File: src/design/cpuPkg.sv
package cpuPkg;

    localparam int dataWidth    = 32;
    localparam int regAddrWidth = 5;
    localparam int ramDepthLog2 = 8;   // 256 words

    // write-back source, also drives the MEM2 bypass mux
    typedef enum logic [1:0] {
        wbPcPlus8,
        wbAluOut,
        wbOutB,
        wbDmOut
    } wbSelT;

    typedef enum logic [2:0] {
        ldWord,
        ldByte,
        ldByteU,
        ldHalf,
        ldHalfU
    } loadTypeT;

    typedef enum logic [1:0] {
        stNone,
        stWord,
        stByte,
        stHalf
    } storeTypeT;

    typedef struct packed {
        logic rfWr;
        logic hiWr;
        logic loWr;
    } regsWrT;

    // MEM -> MEM2
    typedef struct packed {
        logic [dataWidth-1:0]    pc;
        logic [dataWidth-1:0]    aluOut;   // also the data address
        logic [dataWidth-1:0]    outB;     // store data, HI/LO data
        logic [regAddrWidth-1:0] dst;
        wbSelT                   wbSel;
        regsWrT                  regsWr;
        loadTypeT                loadType;
        storeTypeT               storeType;
    } memBundleT;

    // MEM2 -> WB, store already done
    typedef struct packed {
        logic [dataWidth-1:0]    pc;
        logic [dataWidth-1:0]    aluOut;
        logic [dataWidth-1:0]    outB;
        logic [regAddrWidth-1:0] dst;
        wbSelT                   wbSel;
        regsWrT                  regsWr;
        loadTypeT                loadType;
    } mem2BundleT;

    typedef struct packed {
        logic                    rfWe;
        logic [regAddrWidth-1:0] dst;
        logic [dataWidth-1:0]    data;
    } wbWriteT;

    typedef struct packed {
        logic                 hiWe;
        logic                 loWe;
        logic [dataWidth-1:0] data;
    } hiLoWriteT;

endpackage
File: src/design/wbStage.sv
`timescale 1ns/1ps

module wbStage (
    input  logic                         clk,
    input  logic                         rstN,
    input  logic                         mem2Wr,
    input  cpuPkg::mem2BundleT           mem2In,
    input  logic [cpuPkg::dataWidth-1:0] rdata,
    output cpuPkg::wbWriteT              wbWrite,
    output cpuPkg::hiLoWriteT            hiLoWrite
);

    cpuPkg::mem2BundleT           wbQ;
    logic [cpuPkg::dataWidth-1:0] rdataQ;
    logic [cpuPkg::dataWidth-1:0] loadVal;
    logic [cpuPkg::dataWidth-1:0] wrData;

    always_ff @(posedge clk) begin
        if (!rstN) begin
            wbQ    <= '0;
            rdataQ <= '0;
        end else begin
            wbQ    <= mem2In;
            rdataQ <= rdata;
            // MEM2 held this cycle, so no second write-back of it
            if (!mem2Wr) wbQ.regsWr <= '0;
        end
    end

    loadAlign u_loadAlign (
        .word       (rdataQ),
        .byteOffset (wbQ.aluOut[1:0]),   // address low bits
        .loadType   (wbQ.loadType),
        .value      (loadVal)
    );

    always_comb begin
        case (wbQ.wbSel)
            cpuPkg::wbPcPlus8: wrData = wbQ.pc + 32'd8;
            cpuPkg::wbAluOut:  wrData = wbQ.aluOut;
            cpuPkg::wbOutB:    wrData = wbQ.outB;
            default:           wrData = loadVal;   // wbDmOut
        endcase
    end

    // register file port
    assign wbWrite = '{
        rfWe: wbQ.regsWr.rfWr,
        dst:  wbQ.dst,
        data: wrData
    };

    // HI/LO always take operand B
    assign hiLoWrite = '{
        hiWe: wbQ.regsWr.hiWr,
        loWe: wbQ.regsWr.loWr,
        data: wbQ.outB
    };

endmodule

File: src/design/loadAlign.sv
`timescale 1ns/1ps

module loadAlign (
    input  logic [cpuPkg::dataWidth-1:0] word,
    input  logic [1:0]                   byteOffset,
    input  cpuPkg::loadTypeT             loadType,
    output logic [cpuPkg::dataWidth-1:0] value
);

    logic [7:0]  byteSel;
    logic [15:0] halfSel;

    // little-endian lane pick
    always_comb begin
        case (byteOffset)
            2'd0:    byteSel = word[7:0];
            2'd1:    byteSel = word[15:8];
            2'd2:    byteSel = word[23:16];
            default: byteSel = word[31:24];
        endcase
    end

    assign halfSel = byteOffset[1] ? word[31:16] : word[15:0];   // bit 0 ignored

    always_comb begin
        case (loadType)
            cpuPkg::ldByte: begin
                value = {{24{byteSel[7]}}, byteSel};     // lb
            end
            cpuPkg::ldByteU: begin
                value = {24'd0, byteSel};                // lbu
            end
            cpuPkg::ldHalf: begin
                value = {{16{halfSel[15]}}, halfSel};    // lh
            end
            cpuPkg::ldHalfU: begin
                value = {16'd0, halfSel};                // lhu
            end
            default: begin
                value = word;                            // lw
            end
        endcase
    end

endmodule

File: config.mk
export PLATFORM = sky130hd
export DESIGN_NAME = wbStage
export DESIGN_NICKNAME = d
export VERILOG_FILES = /design/src/design/cpuPkg.sv /design/src/design/wbStage.sv /design/src/design/loadAlign.sv
export SDC_FILE = /design/constraint.sdc
export NUM_CORES = 1
export LEC_CHECK = 0
export BUFFER_PORTS_ARGS = -buffer_cell sky130_fd_sc_hd__buf_2
export CAP_MARGIN = 20
export CORE_UTILIZATION = 45
export DETAILED_ROUTE_END_ITERATION = 10
export PLACE_DENSITY_LB_ADDON = 0.15
export SLEW_MARGIN = 20
export SYNTH_ARGS = -nofsm -noshare
export SYNTH_HDL_FRONTEND = slang
export SYNTH_SLANG_ARGS = --single-unit
File: constraint.sdc
create_clock -name clk -period 1.9 [get_ports clk]
set_input_delay 0.19 -clock clk [delete_from_list [all_inputs] [get_ports clk]]
set_output_delay 0.19 -clock clk [all_outputs]
set_load 0.05 [all_outputs]
==> summary.md <==
| Metric | Value |
|---|---|
| Critical path class | reg2out |
| Mapped cell area | 6150 sq um |
| Vias per cell | just over 5 |
| Hold Fails Final Rpt | 0 |
| Slew Viols, Final | 0 |
| CTS tree | built |
| Total power | 8.70 mW |
| Main synth FF type | dfxtp_1 |
| Die W | 119 um |
| Most common cell after layout, fill and taps aside | buf_2 |
| Layout net count | about 1200 |
| Synth top area cells | dfxtp_1, and2_1, buf_4 |
| Max Fanout on Critical Path | 3 |
| RSZ-0062 raised after global routing | yes |
| Sw Ratio | 29.1% |
| Cells after synthesis | ~660 |
| FP Rows | between 40 and 50 |
| CP max-delay cell | or4_4 |
| Antenna Nets Post-Route | 0 |
| Clk buf depth | 2 |
| Routability congestion estimate | 0.858 |
| Ys async rst share | 0% |
| Worst-path clk slew | 60 ps |
| Ports | 216 |
| Synth top area share | 45.9% |
| Drt wl/cell | 18.3 um |
| Clock root buffer | clkbuf_16 |
| Hold slack | about 3.6 ps |
| FF/Latch Area | 2860 sq um |
| Maximum clock rate | 0.392 GHz |
| GRT Overall Usage | 32.7% |
| Synth cell types | 53 |
| Gate power share | 22.9% |
| Sequential power share | 37.2% |
| Clock power share | 39.9% |
| WP data arrival | 2360 ps |
| Final WL | 22.8 mm |
| CTS Sinks | 141 |
| Mean Syn Cell Area | between 9 and 10 sq um |
| Net Sw Power | roughly 2.5 mW |
| Vias in the first global route | roughly 6800 |
| Die height | 119 um |
| EDFF count, synth | 0 |
| Synth Register Bits | around 140 |
| Internal cell power | 6.17 mW |
| DRC violations left | 0 |
| Static leakage | 4.75 nW |
| Share of post-route cells with drive strength above 1 | a little under half |
| Sequential area share after synthesis | between 40% and 50% |
| Slew HR | 69.2% |
| Setup crit end kind | output pin |
| Drt pass-1 iters | 5 |
| First-pass GRT wire length | 35.1 mm |
| Initial Util | 46.3% |
| Routed vias | roughly 6500 |
| Most frequent cells in the layout | buf_2, and2_1, dlygate4sd3_1 |
| Initial antenna violation count | 0 |
| Final Setup Violations | 32 |
| Port bufs | 215 |
| Crit path cell chain | nand4_4, or4_4, buf_6, nor3_4, xnor2_2, a211oi_4, buf_6 |
| Fillers | 767 |
| YS warnings | 0 |
| Largest net degree at the start of global routing | between 80 and 90 |
| Worst-Margin Slew | 458 ps |
| CP dominant cell by count | buf_6 |
| Die ar. | 14100 sq um |
| PwrDens | 798 nW/um^2 |
| GR Overflow Total | 0 |
| Area delta synth->final | 77.3% |
| DR iter-0 viols | 321 |
| Setup TNS | -15620 ps |
| Area taken by multi-input logic gates | 3710 sq um |
| Worst setup slack after layout | -651 ps |
| # H-tree levels | 4 |
| Worst path max stage delay | 540 ps |
| Post-layout min period | 2550 ps |
| Final period util | 134% |
| Detail Placement HPWL | 14.9 mm |
| Fin util | between 80% and 90% |
| Crit start category | flop |
| Outcome | complete, but fails checks |
| ANT cells | 0 |
| Yosys top cell by area | dfxtp_1 |
| Num CTS Buffers | 17 |
| Hold crit path type | in2reg |
| Worst vdd ir | 0.000664 V |
| Failing checks | setup timing |
| Core area | ~13000 sq um |
| Max-cap violations | 0 |
| Synth Net Count | 806 |
| WP data required | 1710 ps |
[cell type report]
type	count	area share, %
multi-input cells	439	34.0
repair buffers	455	32.0
flip-flops and latches	141	26.2
clock buffers	19	4.15
well taps	176	2.02
clock inverters	13	1.48
inverters	4	0.138
[state kept, by name, summed over array words and instances (netlist names)]
register and flops:
hiLoWrite 34, wbWrite 6, wbQ 69, rdataQ 32
[synth_stat cells (12+ instances only)]
cell type and number:
nand2_1 42, nor2_1 36, a221oi_1 13, clkbuf_1 30, o22ai_1 18, and2_1 141
xor2_1 12, nand3_1 12, o21ai_0 12, buf_4 40, a21oi_1 31, dfxtp_1 141
xnor2_1 13
[power by group through the flow]
stage	Clock [mW]	Combinational, mW	Sequential [mW]
CTS	3.49	1.91	3.23
finish	3.47	1.99	3.24
detailed placement	0	1.52	3.29
global route	3.62	2.09	3.25
floorplan	0	1.03	3.26
global placement	0	1.51	3.29
[path summary, 6_finish.rpt]
kind       from           to  slack [ps]  cells after the start
max     wbQ[89]  wbWrite[19]        -650                      7
min   mem2In[1]       wbQ[1]           4                      2
[stage by stage]
step | setup slack, ps | std cells | instance area (sq um)
finish | -651 | 1247 | 10900
floorplan | -302 | 661 | 6570
CTS | -605 | 1244 | 10700
detailed placement | -308 | 1076 | 8190
global placement | -318 | 1076 | 8190
global route | -730 | 1247 | 10900
[cells by family after synthesis]
kind of cell,Yosys count,synth area share [%]
flops,141,45.9
simple gates,279,25.5
fa+ha+maj,1,0.203
buf+inv,81,7.44
compound gates,112,12.2
xor+xnor,25,3.56
mux,22,5.13
[layer usage]
metal | vias to the layer above | track usage, % | part of all wire [%]
met5 | - | 0 | 0
met4 | 0 | 17.2 | 4.6
met3 | 79 | 6.94 | 5.5
met2 | 286 | 57.3 | 50
met1 | 3070 | 37.2 | 40
li1 | 3034 | - | -
[timing repair]
item	CTS	global route
endpoints found under the hold margin	130	1
resized for setup	148	24
gates cloned	1	0
setup endpoints to repair	32	32
hold buffers	130	1
pin swaps	34	15
buffers inserted	6	2
[worst max-delay path: cells and delay by family, from the launching register on]
family | cells | cell delay, ps
AO/OA/AOI/OAI | 1 | 300
XOR/XNOR | 1 | 120
buffers and inverters | 2 | 350
flip-flops | 1 | 360
AND/OR/NAND/NOR | 3 | 800
(Power assumes the default switching activity.)
