===== src/design/cpuPkg.sv =====
package cpuPkg;

    localparam int dataWidth    = 32;
    localparam int regAddrWidth = 5;
    localparam int ramDepthLog2 = 8;   // 256 words

    // write-back source, also drives the MEM2 bypass mux
    typedef enum logic [1:0] {
        wbPcPlus8,
        wbAluOut,
        wbOutB,
        wbDmOut
    } wbSelT;

    typedef enum logic [2:0] {
        ldWord,
        ldByte,
        ldByteU,
        ldHalf,
        ldHalfU
    } loadTypeT;

    typedef enum logic [1:0] {
        stNone,
        stWord,
        stByte,
        stHalf
    } storeTypeT;

    typedef struct packed {
        logic rfWr;
        logic hiWr;
        logic loWr;
    } regsWrT;

    // MEM -> MEM2
    typedef struct packed {
        logic [dataWidth-1:0]    pc;
        logic [dataWidth-1:0]    aluOut;   // also the data address
        logic [dataWidth-1:0]    outB;     // store data, HI/LO data
        logic [regAddrWidth-1:0] dst;
        wbSelT                   wbSel;
        regsWrT                  regsWr;
        loadTypeT                loadType;
        storeTypeT               storeType;
    } memBundleT;

    // MEM2 -> WB, store already done
    typedef struct packed {
        logic [dataWidth-1:0]    pc;
        logic [dataWidth-1:0]    aluOut;
        logic [dataWidth-1:0]    outB;
        logic [regAddrWidth-1:0] dst;
        wbSelT                   wbSel;
        regsWrT                  regsWr;
        loadTypeT                loadType;
    } mem2BundleT;

    typedef struct packed {
        logic                    rfWe;
        logic [regAddrWidth-1:0] dst;
        logic [dataWidth-1:0]    data;
    } wbWriteT;

    typedef struct packed {
        logic                 hiWe;
        logic                 loWe;
        logic [dataWidth-1:0] data;
    } hiLoWriteT;

endpackage

===== src/design/mem2Stage.sv =====
`timescale 1ns/1ps

module mem2Stage (
    input  logic                        clk,
    input  logic                        rstN,
    input  logic                        mem2Flush,
    input  logic                        mem2Wr,
    input  cpuPkg::memBundleT           memIn,
    output cpuPkg::mem2BundleT          mem2Out,
    output logic [cpuPkg::dataWidth-1:0]    mem2Result,
    output logic [cpuPkg::regAddrWidth-1:0] mem2Dst,
    output cpuPkg::regsWrT              mem2RegsWr
);

    mem2Reg u_mem2Reg (
        .clk     (clk),
        .rstN    (rstN),
        .flush   (mem2Flush),
        .wr      (mem2Wr),
        .memIn   (memIn),
        .mem2Out (mem2Out)
    );

    // bypass value for the hazard unit
    always_comb begin
        case (mem2Out.wbSel)
            cpuPkg::wbPcPlus8: mem2Result = mem2Out.pc + 32'd8;   // jal, jalr
            cpuPkg::wbAluOut:  mem2Result = mem2Out.aluOut;
            cpuPkg::wbOutB:    mem2Result = mem2Out.outB;         // mthi, mtlo
            // load data is not ready for forwarding here,
            // outB only keeps the mux free of X
            default:           mem2Result = mem2Out.outB;
        endcase
    end

    // forwarding info
    assign mem2Dst    = mem2Out.dst;
    assign mem2RegsWr = mem2Out.regsWr;

endmodule


===== src/design/mem2Reg.sv =====
`timescale 1ns/1ps

module mem2Reg (
    input  logic               clk,
    input  logic               rstN,
    input  logic               flush,
    input  logic               wr,
    input  cpuPkg::memBundleT  memIn,
    output cpuPkg::mem2BundleT mem2Out
);

    cpuPkg::mem2BundleT nextVal;

    // storeType stops here, the RAM has already seen it
    always_comb begin
        nextVal = '{
            pc:       memIn.pc,
            aluOut:   memIn.aluOut,
            outB:     memIn.outB,
            dst:      memIn.dst,
            wbSel:    memIn.wbSel,
            regsWr:   memIn.regsWr,
            loadType: memIn.loadType
        };
    end

    always_ff @(posedge clk) begin
        if (!rstN) begin
            mem2Out <= '0;              // bubble
        end else if (wr) begin
            if (flush) begin
                mem2Out <= '0;          // squashed entry
            end else begin
                mem2Out <= nextVal;
            end
        end
        // wr low: hold for the stall
    end

endmodule


===== config.mk =====
export PLATFORM = sky130hd
export DESIGN_NAME = mem2Stage
export DESIGN_NICKNAME = d
export VERILOG_FILES = /design/src/design/cpuPkg.sv /design/src/design/mem2Stage.sv /design/src/design/mem2Reg.sv
export SDC_FILE = /design/constraint.sdc
export NUM_CORES = 1
export LEC_CHECK = 0
export ABC_AREA = 0
export BUFFER_PORTS_ARGS = -buffer_cell sky130_fd_sc_hd__buf_2
export CAP_MARGIN = 10
export CORE_ASPECT_RATIO = 2
export CORE_MARGIN = 2
export CORE_UTILIZATION = 40
export CTS_CLUSTER_DIAMETER = 100
export CTS_CLUSTER_SIZE = 16
export DETAILED_ROUTE_END_ITERATION = 7
export GPL_ROUTABILITY_DRIVEN = 0
export HOLD_SLACK_MARGIN = 0.03
export PLACE_DENSITY = 0.71
export SLEW_MARGIN = 20
export SYNTH_ARGS = -nofsm -noshare
export SYNTH_HDL_FRONTEND = slang
export SYNTH_SLANG_ARGS = --single-unit
export TNS_END_PERCENT = 20

===== constraint.sdc =====
create_clock -name clk -period 3.4 [get_ports clk]
set_input_delay 0.51 -clock clk [delete_from_list [all_inputs] [get_ports clk]]
set_output_delay 0.51 -clock clk [all_outputs]
set_load 0.05 [all_outputs]

==> out/metrics.csv <==
stage,metric,value,unit
layout,Finished Cell Area,7070,um2
grt,initial antenna violation count,0,
setup_path,CP max-delay cell,dfxtp_1,
setup_path,CP endpoint kind,output port,
place,post-DP HPWL,12.9,mm
detailed_routing,total iterations of the first detailed-routing run,5,
timing,RSZ-0062 raised after global routing,no,
setup_path,Critical Path Start Type,register,
worst_hold_path,Worst Hold Class,input port to register,
layout,Area Growth Syn to Fin,29.8,%
floorplanning,starting density of the core,40.8,%
timing,Worst Hold Slack,0.402,ns
power,Pleak,0.00329,uW
place,Port Buffers,261,
clock_network,worst-skew pair later-pin latency,0.35,ns
timing,FMAX,334,MHz
floorplanning,die height,169,um
grt,total grt overflow,0,
setup_path,crit path DAT,2.49,ns
timing,worst slew pin tran,0.814,ns
setup_path,CP Data Required Time,2.89,ns
setup_path,kind of critical path,register to output port,
timing,Finish-stage setup viols,0,
detailed_routing,Antenna Nets Post-Route,0,
timing,final hold violation count,0,
layout,top flop regs,u_mem2Reg.mem2Out x109,
status,outcome,"complete, no violations",
setup_path,CP top delay family,simple AND/OR/NAND/NOR gates,
detailed_routing,Post-route DRC,0,
place,Placed Area,6780,um2
setup_path,largest stage delay on the critical path,0.45,ns
grt,Global Route Usage Sum,23.3,%
floorplanning,total core area,13400,um2
layout,max reg flops,109,
power,pwr/cell area,435,nW/um2
clock_network,CTS max path bufs,2,
clock_network,CTS sink cnt,109,
detailed_routing,Avg WL per Cell,16.9,um
grt,largest net degree at the start of global routing,64,
power,maximum VDD drop,0.277,mV
synth,Syn Inst Count,668,
setup_path,CP Buf/Inv Count,1,
synth,cell area after synthesis,5450,um2
layout,Biggest register,u_mem2Reg.mem2Out,
clock_network,Num CTS Buffers,9,
synth,syn_area_per_cell,8.15,um2
layout,Inserted Diodes,0,
layout,layout cells sized above 1,32.4,%
detailed_routing,number of vias per cell,5.15,
clock_network,Clock Pin Slew Worst Setup and Hold Paths,0.08,ns
clock_network,CTS tree,built,
timing,Final Skew,0,ns
detailed_routing,WL final,17.8,mm
clock_network,Max H-tree Level,3,
layout,"commonest non-fill, non-tap cell in the layout",buf_2,
synth,sequential fraction of the synthesis area,40.1,%
floorplanning,row count,60,
setup_path,critical-path maximum fanout,8,
power,total power,3080,uW
setup_path,crit-path cells,ha_1 > nand3_1 > nor3_4 > nand4_1 > xor2_1 > o221ai_1 > buf_2,
synth,"Net Count, Synth",784,
clock_network,Root Buffer Master,clkbuf_16,
layout,FILL cells,1349,
floorplanning,die area,14600,um2
timing,Final Cycle Share,88.2,%
layout,"commonest cells after routing, fill and taps aside","260 x buf_2, 208 x nor2b_1, 116 x a21oi_1",
run,Max Cap Viol,0,
clock_network,Resized cells post-CTS,0,
synth,synth warn,0,
layout,fin nets,1007,
floorplanning,io pins,264,
floorplanning,Die X,86.5,um
clock_network,# hold bufs at CTS,0,
clock_network,post-CTS setup buffers,0,
detailed_routing,DRT iter0 DRCs,231,
detailed_routing,via count,5415,
layout,Util after Layout,52.9,%
timing,Final min period,3.00,ns
timing,Fin Setup TNS,0,ns
grt,first-pass GRT wire length,26.7,mm
synth,synth unique cells,36,
timing,relative slew slack,45.8,%
timing,Final Max Tran Viols,0,
synth,Seq cells post-synth,109,
grt,vias in the first global route,5064,
[layer usage]
metal  vias to the layer above  global-route usage [%]  wire length [um]
met4                         0                    11.2               712
met5                         -                       0                 0
li1                       2684                       -                 -
met2                       204                    40.4              9200
met1                      2481                    26.9              6950
met3                        46                    4.49               939
[worst paths after layout]
path	startpoint	endpoint	slack (ns)	depth (start not counted)
worst max-delay path	u_mem2Reg.mem2Out[80]	mem2Result[25]	0.40	7
worst min-delay path	memIn[49]	u_mem2Reg.mem2Out[47]	0.40	3
worst min register to register	u_mem2Reg.mem2Out[65]	u_mem2Reg.mem2Out[65]	0.53	2
worst max register to register	u_mem2Reg.mem2Out[6]	u_mem2Reg.mem2Out[6]	2.18	3
[cells in the mapped netlist, drive strengths merged]
library cell | number | area share (%)
a21boi | 1 | 0.14
a21oi | 116 | 11
a221o | 1 | 0.18
a22oi | 2 | 0.28
a31oi | 3 | 0.34
a41o | 1 | 0.18
and2 | 6 | 0.69
and3 | 10 | 1.1
and4 | 5 | 0.80
buf | 13 | 1.5
clkbuf | 43 | 3.0
dfxtp | 109 | 40
ha | 1 | 0.23
inv | 4 | 0.28
mux2 | 1 | 0.21
mux2i | 9 | 1.7
nand2 | 40 | 2.9
nand2b | 1 | 0.11
nand3 | 13 | 1.2
nand4 | 11 | 1.5
nor2 | 7 | 0.48
nor2b | 209 | 24
nor3 | 2 | 0.60
nor4 | 2 | 0.23
o211a | 1 | 0.18
o21ai | 21 | 1.9
o221ai | 6 | 0.96
o22ai | 5 | 0.57
or3 | 2 | 0.23
xnor2 | 9 | 1.4
xor2 | 14 | 2.3
[cells by family (layout without fill, tap and decap cells)]
kind of cell / Yosys count / in the layout / share of synthesized area [%]
xor gates and xnor gates: 23 / 23 / 3.70
muxes: 10 / 10 / 1.86
AOI/OAI and AO/OA: 157 / 157 / 15.4
and+or+nand+nor: 308 / 308 / 33.9
adders and majority gates: 1 / 1 / 0.230
buffers and inverters: 60 / 288 / 4.78
DFF: 109 / 109 / 40.1
[worst min-delay path: cells and delay by family]
family	cells	cell delay, ns
AOI/OAI and AO/OA	1	0.05
buffers and inverters	1	0.07
and+or+nand+nor	1	0.09
[where the power goes]
| part | leakage [uW] | switching (uW) | internal [uW] |
|---|---|---|---|
| clock | 0.000136 | 495 | 575 |
| sequential | 0.000890 | 50.0 | 1330 |
| combinational | 0.00226 | 442 | 189 |
| total | 0.00329 | 987 | 2090 |
[area by class of cell]
type                            instances  area (um2)  area share [%]
Clock buffer                           11         233            3.29
Clock inverter                          5        58.8           0.832
Inverter                                4        15.0           0.212
Multi-Input combinational cell        499        3010            42.6
Sequential cell                       109        2180            30.9
Tap cell                              155         194            2.74
Timing Repair Buffer                  268        1370            19.4
[metrics by stage]
step	worst slack [ns]	cells
2_1_floorplan	0.0353	668
4_1_cts	0.397	1051
3_3_place_gp	0.824	1035
6_report	0.403	1051
3_5_place_dp	0.782	1035
5_1_grt	0.274	1051
Note: power is estimated with default switching activity, not from simulation.
